### config.mk
export PLATFORM = sky130hd
export DESIGN_NAME = music_game
export DESIGN_NICKNAME = d
export VERILOG_FILES = /design/src/source/game_pkg.sv /design/src/source/music_game.sv /design/src/source/game_control.sv /design/src/source/game_datapath.sv /design/src/source/hexa7seg.sv /design/src/source/tone_generator.sv /design/src/source/melody_rom.sv
export SDC_FILE = /design/constraint.sdc
export NUM_CORES = 1
export LEC_CHECK = 0
export BUFFER_PORTS_ARGS = -buffer_cell sky130_fd_sc_hd__buf_4
export CAP_MARGIN = 30
export CORE_MARGIN = 1
export CORE_UTILIZATION = 42
export CTS_BUF_LIST = sky130_fd_sc_hd__clkbuf_4 sky130_fd_sc_hd__clkbuf_8 sky130_fd_sc_hd__clkbuf_16
export DETAILED_ROUTE_END_ITERATION = 12
export PLACE_DENSITY_LB_ADDON = 0.15
export SLEW_MARGIN = 20
export SYNTH_ARGS = -nofsm -noshare
export SYNTH_HDL_FRONTEND = slang
export SYNTH_SLANG_ARGS = --single-unit
export TNS_END_PERCENT = 5
### constraint.sdc
create_clock -name clock -period 3.8 [get_ports clock]
set_input_delay 0.76 -clock clock [delete_from_list [all_inputs] [get_ports clock]]
set_output_delay 0.76 -clock clock [all_outputs]
set_load 0.01 [all_outputs]
### src/source/game_pkg.sv
package game_pkg;

    // Buttons, LEDs and note values share one index range
    localparam int unsigned NUM_KEYS = 13;

    typedef logic [3:0] note_t;

    typedef enum logic [3:0] {
        ST_IDLE       = 4'd0,
        ST_PLAY_NOTE  = 4'd1,
        ST_PLAY_GAP   = 4'd2,
        ST_WAIT_PRESS = 4'd3,
        ST_CHECK      = 4'd4,
        ST_NEXT_ROUND = 4'd5,
        ST_ERROR      = 4'd6,
        ST_WON        = 4'd7,
        ST_LOST       = 4'd8
    } game_state_t;

    // One-cycle strobes, each acts on the next rising edge
    typedef struct packed {
        logic clr_addr;
        logic inc_addr;
        logic clr_round;
        logic inc_round;
        logic clr_timer;
        logic clr_errors;
        logic inc_errors;
        logic show_note;
    } dp_ctrl_t;

    typedef struct packed {
        logic press;
        logic note_ok;
        logic last_addr;
        logic last_round;
        logic play_done;
        logic timeout;
        logic errors_full;
    } dp_status_t;

    // C4 up to C5, in Hz
    localparam int unsigned TONE_HALF_HZ [NUM_KEYS] = '{
        262, 277, 294, 311, 330, 349, 370,
        392, 415, 440, 466, 494, 523
    };

endpackage
### src/source/music_game.sv
`timescale 1ns/1ps

module music_game #(
    parameter int unsigned CLOCK_FREQ     = 50_000_000,
    parameter int unsigned SONG_LEN       = 16,
    parameter int unsigned PLAY_CYCLES    = 25_000_000,
    parameter int unsigned TIMEOUT_CYCLES = 250_000_000,
    parameter int unsigned MAX_ERRORS     = 3
) (
    input  logic                          clock,
    input  logic                          rst_n,
    input  logic                          iniciar,
    input  logic [game_pkg::NUM_KEYS-1:0] botoes,
    output logic [game_pkg::NUM_KEYS-1:0] leds,
    output logic                          pulso_buzzer,
    output logic                          vez_jogador,
    output logic                          ganhou,
    output logic                          perdeu,
    output logic [6:0]                    db_note,
    output logic [6:0]                    db_round,
    output logic [6:0]                    db_state
);

    import game_pkg::*;

    dp_ctrl_t    ctrl;
    dp_status_t  status;
    game_state_t state;
    note_t       shown_note;
    logic [3:0]  round;

    game_control game_control (
        .clock       ( clock       ),
        .rst_n       ( rst_n       ),
        .iniciar     ( iniciar     ),
        .status      ( status      ),
        .ctrl        ( ctrl        ),
        .vez_jogador ( vez_jogador ),
        .ganhou      ( ganhou      ),
        .perdeu      ( perdeu      ),
        .state       ( state       )
    );

    game_datapath #(
        .CLOCK_FREQ     ( CLOCK_FREQ     ),
        .SONG_LEN       ( SONG_LEN       ),
        .PLAY_CYCLES    ( PLAY_CYCLES    ),
        .TIMEOUT_CYCLES ( TIMEOUT_CYCLES ),
        .MAX_ERRORS     ( MAX_ERRORS     )
    ) game_datapath (
        .clock        ( clock        ),
        .rst_n        ( rst_n        ),
        .botoes       ( botoes       ),
        .ctrl         ( ctrl         ),
        .status       ( status       ),
        .leds         ( leds         ),
        .pulso_buzzer ( pulso_buzzer ),
        .shown_note   ( shown_note   ),
        .round        ( round        )
    );

    // Debug displays
    hexa7seg display_note (
        .hexa    ( shown_note ),
        .display ( db_note    )
    );

    hexa7seg display_round (
        .hexa    ( round    ),
        .display ( db_round )
    );

    hexa7seg display_state (
        .hexa    ( state[3:0] ),
        .display ( db_state   )
    );

endmodule

### src/source/game_control.sv
`timescale 1ns/1ps

module game_control (
    input  logic                   clock,
    input  logic                   rst_n,
    input  logic                   iniciar,
    input  game_pkg::dp_status_t   status,
    output game_pkg::dp_ctrl_t     ctrl,
    output logic                   vez_jogador,
    output logic                   ganhou,
    output logic                   perdeu,
    output game_pkg::game_state_t  state
);

    import game_pkg::*;

    game_state_t next_state;

    always_ff @(posedge clock) begin
        if (!rst_n) begin
            state <= ST_IDLE;
        end else begin
            state <= next_state;
        end
    end

    always_comb begin
        next_state = state;
        ctrl       = '0;
        case (state)
            ST_IDLE, ST_WON, ST_LOST: begin
                if (iniciar) begin
                    ctrl.clr_round  = 1'b1;
                    ctrl.clr_addr   = 1'b1;
                    ctrl.clr_errors = 1'b1;
                    ctrl.clr_timer  = 1'b1;
                    next_state      = ST_PLAY_NOTE;
                end
            end
            ST_PLAY_NOTE: begin
                ctrl.show_note = 1'b1;
                if (status.play_done) begin
                    ctrl.clr_timer = 1'b1;
                    next_state     = ST_PLAY_GAP;
                end
            end
            ST_PLAY_GAP: begin
                if (status.play_done) begin
                    ctrl.clr_timer = 1'b1;
                    // Last note shown, hand over to the player from address 0
                    if (status.last_addr) begin
                        ctrl.clr_addr = 1'b1;
                        next_state    = ST_WAIT_PRESS;
                    end else begin
                        ctrl.inc_addr = 1'b1;
                        next_state    = ST_PLAY_NOTE;
                    end
                end
            end
            ST_WAIT_PRESS: begin
                if (status.press) begin
                    ctrl.clr_timer = 1'b1;
                    next_state     = ST_CHECK;
                end else if (status.timeout) begin
                    ctrl.inc_errors = 1'b1;
                    next_state      = ST_ERROR;
                end
            end
            ST_CHECK: begin
                if (!status.note_ok) begin
                    ctrl.inc_errors = 1'b1;
                    next_state      = ST_ERROR;
                end else if (!status.last_addr) begin
                    ctrl.inc_addr  = 1'b1;
                    ctrl.clr_timer = 1'b1;
                    next_state     = ST_WAIT_PRESS;
                end else if (status.last_round) begin
                    next_state = ST_WON;
                end else begin
                    next_state = ST_NEXT_ROUND;
                end
            end
            ST_NEXT_ROUND: begin
                ctrl.inc_round = 1'b1;
                ctrl.clr_addr  = 1'b1;
                ctrl.clr_timer = 1'b1;
                next_state     = ST_PLAY_NOTE;
            end
            ST_ERROR: begin
                // Error count already updated here
                if (status.errors_full) begin
                    next_state = ST_LOST;
                end else begin
                    ctrl.clr_addr  = 1'b1;
                    ctrl.clr_timer = 1'b1;
                    next_state     = ST_PLAY_NOTE;
                end
            end
            default: begin
                next_state = ST_IDLE;
            end
        endcase
    end

    assign vez_jogador = (state == ST_WAIT_PRESS) || (state == ST_CHECK);
    assign ganhou      = (state == ST_WON);
    assign perdeu      = (state == ST_LOST);

endmodule

### src/source/game_datapath.sv
`timescale 1ns/1ps

module game_datapath #(
    parameter int unsigned CLOCK_FREQ     = 50_000_000,
    parameter int unsigned SONG_LEN       = 16,
    parameter int unsigned PLAY_CYCLES    = 25_000_000,
    parameter int unsigned TIMEOUT_CYCLES = 250_000_000,
    parameter int unsigned MAX_ERRORS     = 3
) (
    input  logic                          clock,
    input  logic                          rst_n,
    input  logic [game_pkg::NUM_KEYS-1:0] botoes,
    input  game_pkg::dp_ctrl_t            ctrl,
    output game_pkg::dp_status_t          status,
    output logic [game_pkg::NUM_KEYS-1:0] leds,
    output logic                          pulso_buzzer,
    output game_pkg::note_t               shown_note,
    output logic [3:0]                    round
);

    import game_pkg::*;

    localparam int unsigned TIMER_MAX = (TIMEOUT_CYCLES > PLAY_CYCLES) ?
                                        TIMEOUT_CYCLES : PLAY_CYCLES;
    localparam int unsigned TW = $clog2(TIMER_MAX + 1);
    localparam int unsigned EW = $clog2(MAX_ERRORS + 1);

    logic [3:0]    addr;
    logic [TW-1:0] timer;
    logic [EW-1:0] errors;
    logic          any_pressed;
    logic          any_pressed_q;
    logic          press_q;
    note_t         captured_note;
    note_t         expected_note;

    function automatic note_t lowest_key(input logic [NUM_KEYS-1:0] keys);
        note_t idx;
        idx = '0;
        for (int k = NUM_KEYS - 1; k >= 0; k--) begin
            if (keys[k]) begin
                idx = note_t'(k);
            end
        end
        return idx;
    endfunction

    always_ff @(posedge clock) begin
        if (!rst_n || ctrl.clr_addr) begin
            addr <= '0;
        end else if (ctrl.inc_addr) begin
            addr <= addr + 4'd1;
        end
    end

    always_ff @(posedge clock) begin
        if (!rst_n || ctrl.clr_round) begin
            round <= '0;
        end else if (ctrl.inc_round) begin
            round <= round + 4'd1;
        end
    end

    always_ff @(posedge clock) begin
        if (!rst_n || ctrl.clr_errors) begin
            errors <= '0;
        end else if (ctrl.inc_errors) begin
            errors <= errors + 1'b1;
        end
    end

    // Saturates so an idle game never wraps
    always_ff @(posedge clock) begin
        if (!rst_n || ctrl.clr_timer) begin
            timer <= '0;
        end else if (timer != TW'(TIMER_MAX)) begin
            timer <= timer + 1'b1;
        end
    end

    // Rising edge of any button
    assign any_pressed = |botoes;

    always_ff @(posedge clock) begin
        if (!rst_n) begin
            any_pressed_q <= 1'b0;
            press_q       <= 1'b0;
        end else begin
            any_pressed_q <= any_pressed;
            press_q       <= any_pressed & ~any_pressed_q;
        end
    end

    always_ff @(posedge clock) begin
        if (any_pressed && !any_pressed_q) begin
            captured_note <= lowest_key(botoes);
        end
    end

    // LEDs registered alongside the buzzer
    always_ff @(posedge clock) begin
        if (!rst_n || !ctrl.show_note) begin
            leds <= '0;
        end else begin
            leds <= NUM_KEYS'(1) << expected_note;
        end
    end

    always_comb begin
        status.press       = press_q;
        status.note_ok     = (captured_note == expected_note);
        status.last_addr   = (addr == round);
        status.last_round  = (round == 4'(SONG_LEN - 1));
        status.play_done   = (timer == TW'(PLAY_CYCLES - 1));
        status.timeout     = (timer == TW'(TIMEOUT_CYCLES - 1));
        status.errors_full = (errors >= EW'(MAX_ERRORS));
    end

    assign shown_note = expected_note;

    melody_rom #(
        .SONG_LEN ( SONG_LEN )
    ) melody_rom (
        .addr ( addr          ),
        .note ( expected_note )
    );

    tone_generator #(
        .CLOCK_FREQ ( CLOCK_FREQ )
    ) tone_generator (
        .clock        ( clock          ),
        .rst_n        ( rst_n          ),
        .tone_on      ( ctrl.show_note ),
        .note         ( expected_note  ),
        .pulso_buzzer ( pulso_buzzer   )
    );

endmodule

### src/source/hexa7seg.sv
`timescale 1ns/1ps

module hexa7seg (
    input  logic [3:0] hexa,
    output logic [6:0] display
);

    // Segment order gfedcba, a lit segment is 0
    always_comb begin
        case (hexa)
            4'h0:    display = 7'b1000000;
            4'h1:    display = 7'b1111001;
            4'h2:    display = 7'b0100100;
            4'h3:    display = 7'b0110000;
            4'h4:    display = 7'b0011001;
            4'h5:    display = 7'b0010010;
            4'h6:    display = 7'b0000010;
            4'h7:    display = 7'b1111000;
            4'h8:    display = 7'b0000000;
            4'h9:    display = 7'b0010000;
            4'hA:    display = 7'b0001000;
            4'hB:    display = 7'b0000011;
            4'hC:    display = 7'b1000110;
            4'hD:    display = 7'b0100001;
            4'hE:    display = 7'b0000110;
            default: display = 7'b0001110;
        endcase
    end

endmodule

### src/source/tone_generator.sv
`timescale 1ns/1ps

module tone_generator #(
    parameter int unsigned CLOCK_FREQ = 50_000_000
) (
    input  logic            clock,
    input  logic            rst_n,
    input  logic            tone_on,
    input  game_pkg::note_t note,
    output logic            pulso_buzzer
);

    import game_pkg::*;

    // Lowest note gives the longest half period
    localparam int unsigned HALF_MAX = CLOCK_FREQ / (2 * TONE_HALF_HZ[0]);
    localparam int unsigned CW       = $clog2(HALF_MAX + 1);

    logic [CW-1:0] half_tab [NUM_KEYS];
    logic [CW-1:0] half_count;
    logic [CW-1:0] cnt;

    for (genvar k = 0; k < NUM_KEYS; k++) begin : g_half
        assign half_tab[k] = CW'(CLOCK_FREQ / (2 * TONE_HALF_HZ[k]) - 1);
    end

    assign half_count = (note < 4'(NUM_KEYS)) ? half_tab[note] : half_tab[0];

    always_ff @(posedge clock) begin
        if (!rst_n || !tone_on) begin
            cnt          <= '0;
            pulso_buzzer <= 1'b0;
        end else if (cnt >= half_count) begin
            cnt          <= '0;
            pulso_buzzer <= ~pulso_buzzer;
        end else begin
            cnt <= cnt + 1'b1;
        end
    end

endmodule

### src/source/melody_rom.sv
`timescale 1ns/1ps

module melody_rom #(
    parameter int unsigned SONG_LEN = 16
) (
    input  logic [3:0]      addr,
    output game_pkg::note_t note
);

    import game_pkg::*;

    note_t table_note;

    always_comb begin
        case (addr)
            4'd0:    table_note = 4'd0;
            4'd1:    table_note = 4'd4;
            4'd2:    table_note = 4'd7;
            4'd3:    table_note = 4'd12;
            4'd4:    table_note = 4'd7;
            4'd5:    table_note = 4'd4;
            4'd6:    table_note = 4'd2;
            4'd7:    table_note = 4'd5;
            4'd8:    table_note = 4'd9;
            4'd9:    table_note = 4'd5;
            4'd10:   table_note = 4'd2;
            4'd11:   table_note = 4'd0;
            4'd12:   table_note = 4'd11;
            4'd13:   table_note = 4'd7;
            4'd14:   table_note = 4'd4;
            default: table_note = 4'd0;
        endcase
    end

    // Past the end of a shorter song the table reads as note 0
    assign note = (int'(addr) < SONG_LEN) ? table_note : '0;

endmodule

# After elaboration in Yosys (flattened, before gate mapping)
# Memories as Yosys holds them, arrays and structs flattened. A register that Yosys moved wholly into a read port is not among the register bits.
# Index checks and enable logic that the tools add are counted.
# totals
reg_bits	79
romBits	672
input_bits	16
out_inout_bits	38
elab_cells	122
mem_count	5
# memory_table
name	depth	width	read_ports	rd_clocked_by_memory_dff	wr	line	text
(no name shown)	16	17	1	0	0	tone_generator.sv:27	assign half_count = (note < 4'(NUM_KEYS)) ? half_tab[note] : half_tab[0];
(no name shown)	16	7	1	0	0	hexa7seg.sv:10	case (hexa)
(no name shown)	16	7	1	1	0	hexa7seg.sv:10	
(no name shown)	16	7	1	1	0	hexa7seg.sv:10	
(no name shown)	16	4	1	1	0	melody_rom.sv:15	case (addr)
# classes
n_addsub	5
n_lt_le_gt_ge	4
n_eq_ne	18
shifts	1
mux	52
n_bitwise	4
n_reduce_logical	19
# ops
op	count
2-to-1 mux 4 bit	18
2-to-1 mux 17 bit	3
adder 28 x 1 -> 28 bit, second input constant	1
equality test 28 x 25 -> 1 bit, second input constant	1
equality test 28 bit, second input constant	1
inequality test 28 bit, second input constant	1
case mux 4 bit (7 select lines)	1
adder 17 x 1 -> 17 bit, second input constant	1
>= comparator 17 bit	1
equality test 4 x 3 -> 1 bit, second input constant	4
2-to-1 mux 1 bit	15
2-to-1 mux 3 bit	5
OR reduction 13 bit	1
<< shifter 1 x 4 -> 13 bit, first input constant	1
2-to-1 mux 2 bit	6
adder 4 x 1 -> 4 bit, second input constant	2
equality test 4 x 2 -> 1 bit, second input constant	2
equality test 4 bit	2
equality test 4 bit, second input constant	2
OR reduction 8 bit	1
logical OR 1 bit	6
case mux 1 bit (6 select lines)	1
OR reduction 2 bit	3
>= comparator 5 bit, second input constant	1
other kinds (18)	23

# Longest topological paths before layout
# depth
ltp_word	12
mapped_depth	15
ltp_nobuf	14

# By module
# Synthesis repeated with hierarchy kept, for this count alone.
# hier_totals
hier_cells	693
area_unflattened_um2	5936.9
# by_module_without_submodules
module	n_inst	cells_each	area_per_inst_um2	seq_area_each_um2
game_datapath	1	310	2745.1	1181.1
tone_generator	1	194	1634.1	360.3
hexa7seg	3	32	275.3	0.0
game_control	1	73	554.3	80.1
melody_rom	1	20	177.7	0.0

# Worst setup path before layout
# Ideal clock, no wire load.
# synth_path
path_kind	flip-flop to flip-flop
from	register, netlist name game_datapath.melody_rom.note[0]
to	register game_datapath.tone_generator.cnt[3]
setup_time_ps	65
t_arrival_ps	3050
t_required_ps	3735
path_slack_ps	685
stages_incl_launch_ff	16
path_buffers	2
period_less_slack_ps	3115
path_cell_list	dfxtp_1 -> inv_1 -> ha_1 -> nor2b_1 -> clkbuf_1 -> nor3_1 -> ha_1 -> nand2b_1 -> a21o_1 -> a21o_1 -> a211oi_1 -> o211ai_1 -> a21oi_1 -> o211ai_1 -> clkbuf_1 -> nor2_1
# synth_between
elab_chain_cells	7
word_cells_on_any_way	8
cone_classes	order compare (2); mux (3); bitwise (1); reduce/logical (1); memory (1)
# synth_rtl
item	line	text
NOT 4 -> 5 bit (implied by the code)	tone_generator.sv:27	
memory (16 x 17 bit)	n/a	
2-to-1 mux 17 bit (implied by the code) (2 in series)	tone_generator.sv:27	
2-to-1 mux 17 bit *	tone_generator.sv:27	
>= comparator 17 bit *	tone_generator.sv:33	end else if (cnt >= half_count) begin
OR reduction 2 bit (no source line) *	n/a	
end signal, assigned	tone_generator.sv:37	cnt <= cnt + 1'b1;
end, declared	tone_generator.sv:21	logic [CW-1:0] cnt;
# Every way passes the cells marked *; elsewhere a longest branch is shown, timed or not. The select of a mux whose other input is x is not followed.
# A chain may end at the register's enable or synchronous reset.

# Worst setup path after layout
# layout_path
from	register game_datapath.timer[9]
to	register, netlist name game_datapath.melody_rom.note[0]
# layout_between
elab_chain_cells	5
word_cells_on_any_way	7
cone_classes	eq/ne (1); mux (5); reduce/logical (1)
# layout_rtl
item	line	text
start, declared	game_datapath.sv:29	logic [TW-1:0] timer;
start signal, assigned	game_datapath.sv:77	timer <= timer + 1'b1;
equality test 28 x 25 -> 1 bit *	game_datapath.sv:114	status.play_done = (timer == TW'(PLAY_CYCLES - 1));
2-to-1 mux 2 bit *	game_control.sv:48	if (status.play_done) begin
case mux 1 bit (2 select lines) or case mux 1 bit (4 select lines) (tied branches)	game_control.sv:30	case (state)
2-to-1 mux 4 bit (no source line) or logical OR 1 bit (tied branches)	n/a	
2-to-1 mux 4 bit (no source line) *	n/a	
# Every way passes the cells marked *; elsewhere a longest branch is shown, timed or not.

==> metrics.yaml <==
clock_tree:
  cts_hold_buf: 0
  htreeDepth: 3
  cts-buffers-inserted: 9
  cts.clk_slew.worst_paths_ps: 70
  insertion_delay_ps: 350
  cts_tree: "built"
  post_cts_buffers: 0
  clockBufferDepth: 2
  root_buffer: "clkbuf_16"
  cts.sinks: 97
  postCtsResizedCells: 0
synthesis:
  ys_types: 75
  ys_seq_area_share_pct: 34.9
  synth_area_leaders: "dfxtp_1 33%, ha_1 11%, nor2_1 7.1%"
  synth_ff_type: "dfxtp_1"
  syn_area_per_cell_sq_um: 8.44
  ys_top_cells_by_count: "108 x nor2_1, 93 x dfxtp_1, 50 x ha_1"
  yosysMostFrequentCell: "nor2_1"
  postSynth.asyncResetShare_pct: 0
  synthCells: 672
  synth_area_sq_um: 5670
  synth_nets: 738
  synth_edf_count: 4
  yosys.area.top_type_share_pct: 32.8
  ys_warn_count: 0
  ys_ff_latch: 97
  yosysTopAreaCell: "dfxtp_1"
power:
  power_per_cell_area_nw_per_um2: 399
  totalPowerFinal_uw: 2650
  leakage_uw: 0.00286
  ir_worst_vdd_v: 0.000271
global_routing:
  grt_pass1_vias: 4471
  antenna_found_initial: 0
  grt_pass1_wl_mm: 21.2
  overflow: 0
  grtUsageTotal_pct: 18.6
  grt_max_degree: 29
setup_path:
  crit_type: "reg -> reg"
  worstRegToRegCells: 10
  cp_max_fo: 7
  cp.arrival_ps: 3580
  cp.required_ps: 4050
  start_kind: "flop"
  end_kind: "flop"
timing:
  slew_viol_final: 0
  clock-skew-final_ps: 6.13
  relSlewSlack_pct: 62.1
  rsz0062_at_grt: "false"
  fin_crit_sh_pct: 87.6
  setup_tns_ps: 0
  min_period_ps: 3330
  fmax_mhz: 300
  setup_violations: 0
  hold_viol_final: 0
  worst_slew_pin_slew_ps: 564
min_path:
  holdPathStages: 1
  hold_path_class: "reg -> reg"
routing:
  vias: 4765
  drt_wl_total_mm: 12.5
  dr.first_iter.drc_count: 347
  ant_nets: 0
  routedWlPerCell_um: 13.8
  detail_route.first_pass.iterations: 5
  avgViaCountPerCell: 5.26
  drc: 0
final_layout:
  drive_gt1_share_pct: 14.1
  syn2layout_area_growth_pct: 17.1
  layout.nets: 791
  fin_util_pct: 50.4
  fin_cells: 906
  finish.instance_area_sq_um: 6650
  antennaDiodeCount: 0
placed_design:
  place_congestion: 0.897
  dpl.hpwl_mm: 9.41
  numPortBuffers: 53
  dpl_cell_area_sq_um: 6280
  dp_cells: 890
status:
  status: "finished, final reports clean"
floorplan:
  num_rows: 42
  boundaryPins: 54
  fp.dieW_um: 118
  core_sq_um: 13200
  die_h_um: 118
  start_util_pct: 43.0
  die-area_sq_um: 14000
flow_run:
  maxCapViolCount: 0
-- per-layer routing --
layer  vias up  wire length, um  track usage (%)
met5         -                0                0
met4         0              239             6.41
met3        21              601             4.78
met2       100             5890             30.2
met1      2211             5800             23.9
li1       2433                -                -
-- flip-flops by register name (all words and copies together), names as in the netlist --
name,flops
game_datapath.tone_generator.pulso_buzzer,1
game_datapath.press_q,1
game_datapath.addr,4
display_state.display,7
display_round.display,7
game_datapath.tone_generator.cnt,17
game_datapath.melody_rom.note,4
game_control.state,4
game_datapath.any_pressed_q,1
game_datapath.errors,2
game_datapath.timer,28
game_datapath.round,4
game_datapath.leds,13
game_datapath.captured_note,4
-- path summary, 6_finish.rpt --
check / startpoint / end / slack (ps)
worst max register to register: game_datapath.timer[9] / game_datapath.melody_rom.note[0] / 470
worst max-delay path: game_datapath.timer[9] / game_datapath.melody_rom.note[0] / 470
worst min register to register: game_datapath.tone_generator.cnt[0] / game_datapath.tone_generator.cnt[0] / 500
worst min-delay path: game_datapath.tone_generator.cnt[0] / game_datapath.tone_generator.cnt[0] / 500
-- power breakdown --
group	internal (uW)	total (uW)	switching (uW)
logic	190	447	257
clock network	684	1080	396
registers	1080	1130	51.7
total	1950	2650	704
-- placed cells by master (no fill, tap or decap), types with 4 or more instances in the layout --
cell and count:
buf_4 62, clkbuf_16 10, edfxtp_1 4, o21ai_0 27, nand2_1 49, and2_1 4, nor3_1 23, mux2i_1 12
nand4_1 14, a21oi_1 29, nand3_1 23, xor2_1 30, a31oi_1 6, ha_1 50, a21o_1 12, and3_1 12
inv_1 40, dfxtp_1 93, nor2_1 108, xnor2_1 24, nor2b_1 10
-- through the flow --
stage                     hold WS [ps]  setup WS, ps
after floorplan                    441           685
after global placement             469           594
after detailed placement           493           498
after CTS                          508           467
after global routing               543           295
final                              504           470
-- logic make-up (layout without fill, tap and decap cells) --
group / count (synthesis) / count (layout) / synth area share (%)
buffers and inverters: 61 / 119 / 4.08
AO/OA/AOI/OAI: 110 / 110 / 12.8
flip-flops: 97 / 97 / 34.9
multiplexers: 19 / 19 / 3.84
adder cells (fa/ha/maj): 50 / 50 / 11.0
AND/OR/NAND/NOR: 281 / 281 / 25.0
XOR/XNOR: 54 / 54 / 8.34
-- final cells by class --
| type | count | area, sq um |
|---|---|---|
| Clock buffer | 10 | 250 |
| Timing Repair Buffer | 62 | 465 |
| Inverter | 41 | 154 |
| Sequential cell | 97 | 1980 |
| Tap cell | 176 | 220 |
| Fill cell | 1251 | 6550 |
| Clock inverter | 6 | 113 |
| Multi-Input combinational cell | 514 | 3460 |
-- critical path, cell delays in order (launching register included) --
cell and delay (ps):
dfxtp_1 370, nand4bb_1 210, or4_4 460, nor4_4 430, o21bai_2 130, mux2i_1 160
or2b_2 320, a21oi_1 300, ha_1 320, mux2_4 260, mux2_4 250
Note: power is estimated with default switching activity, not from simulation.
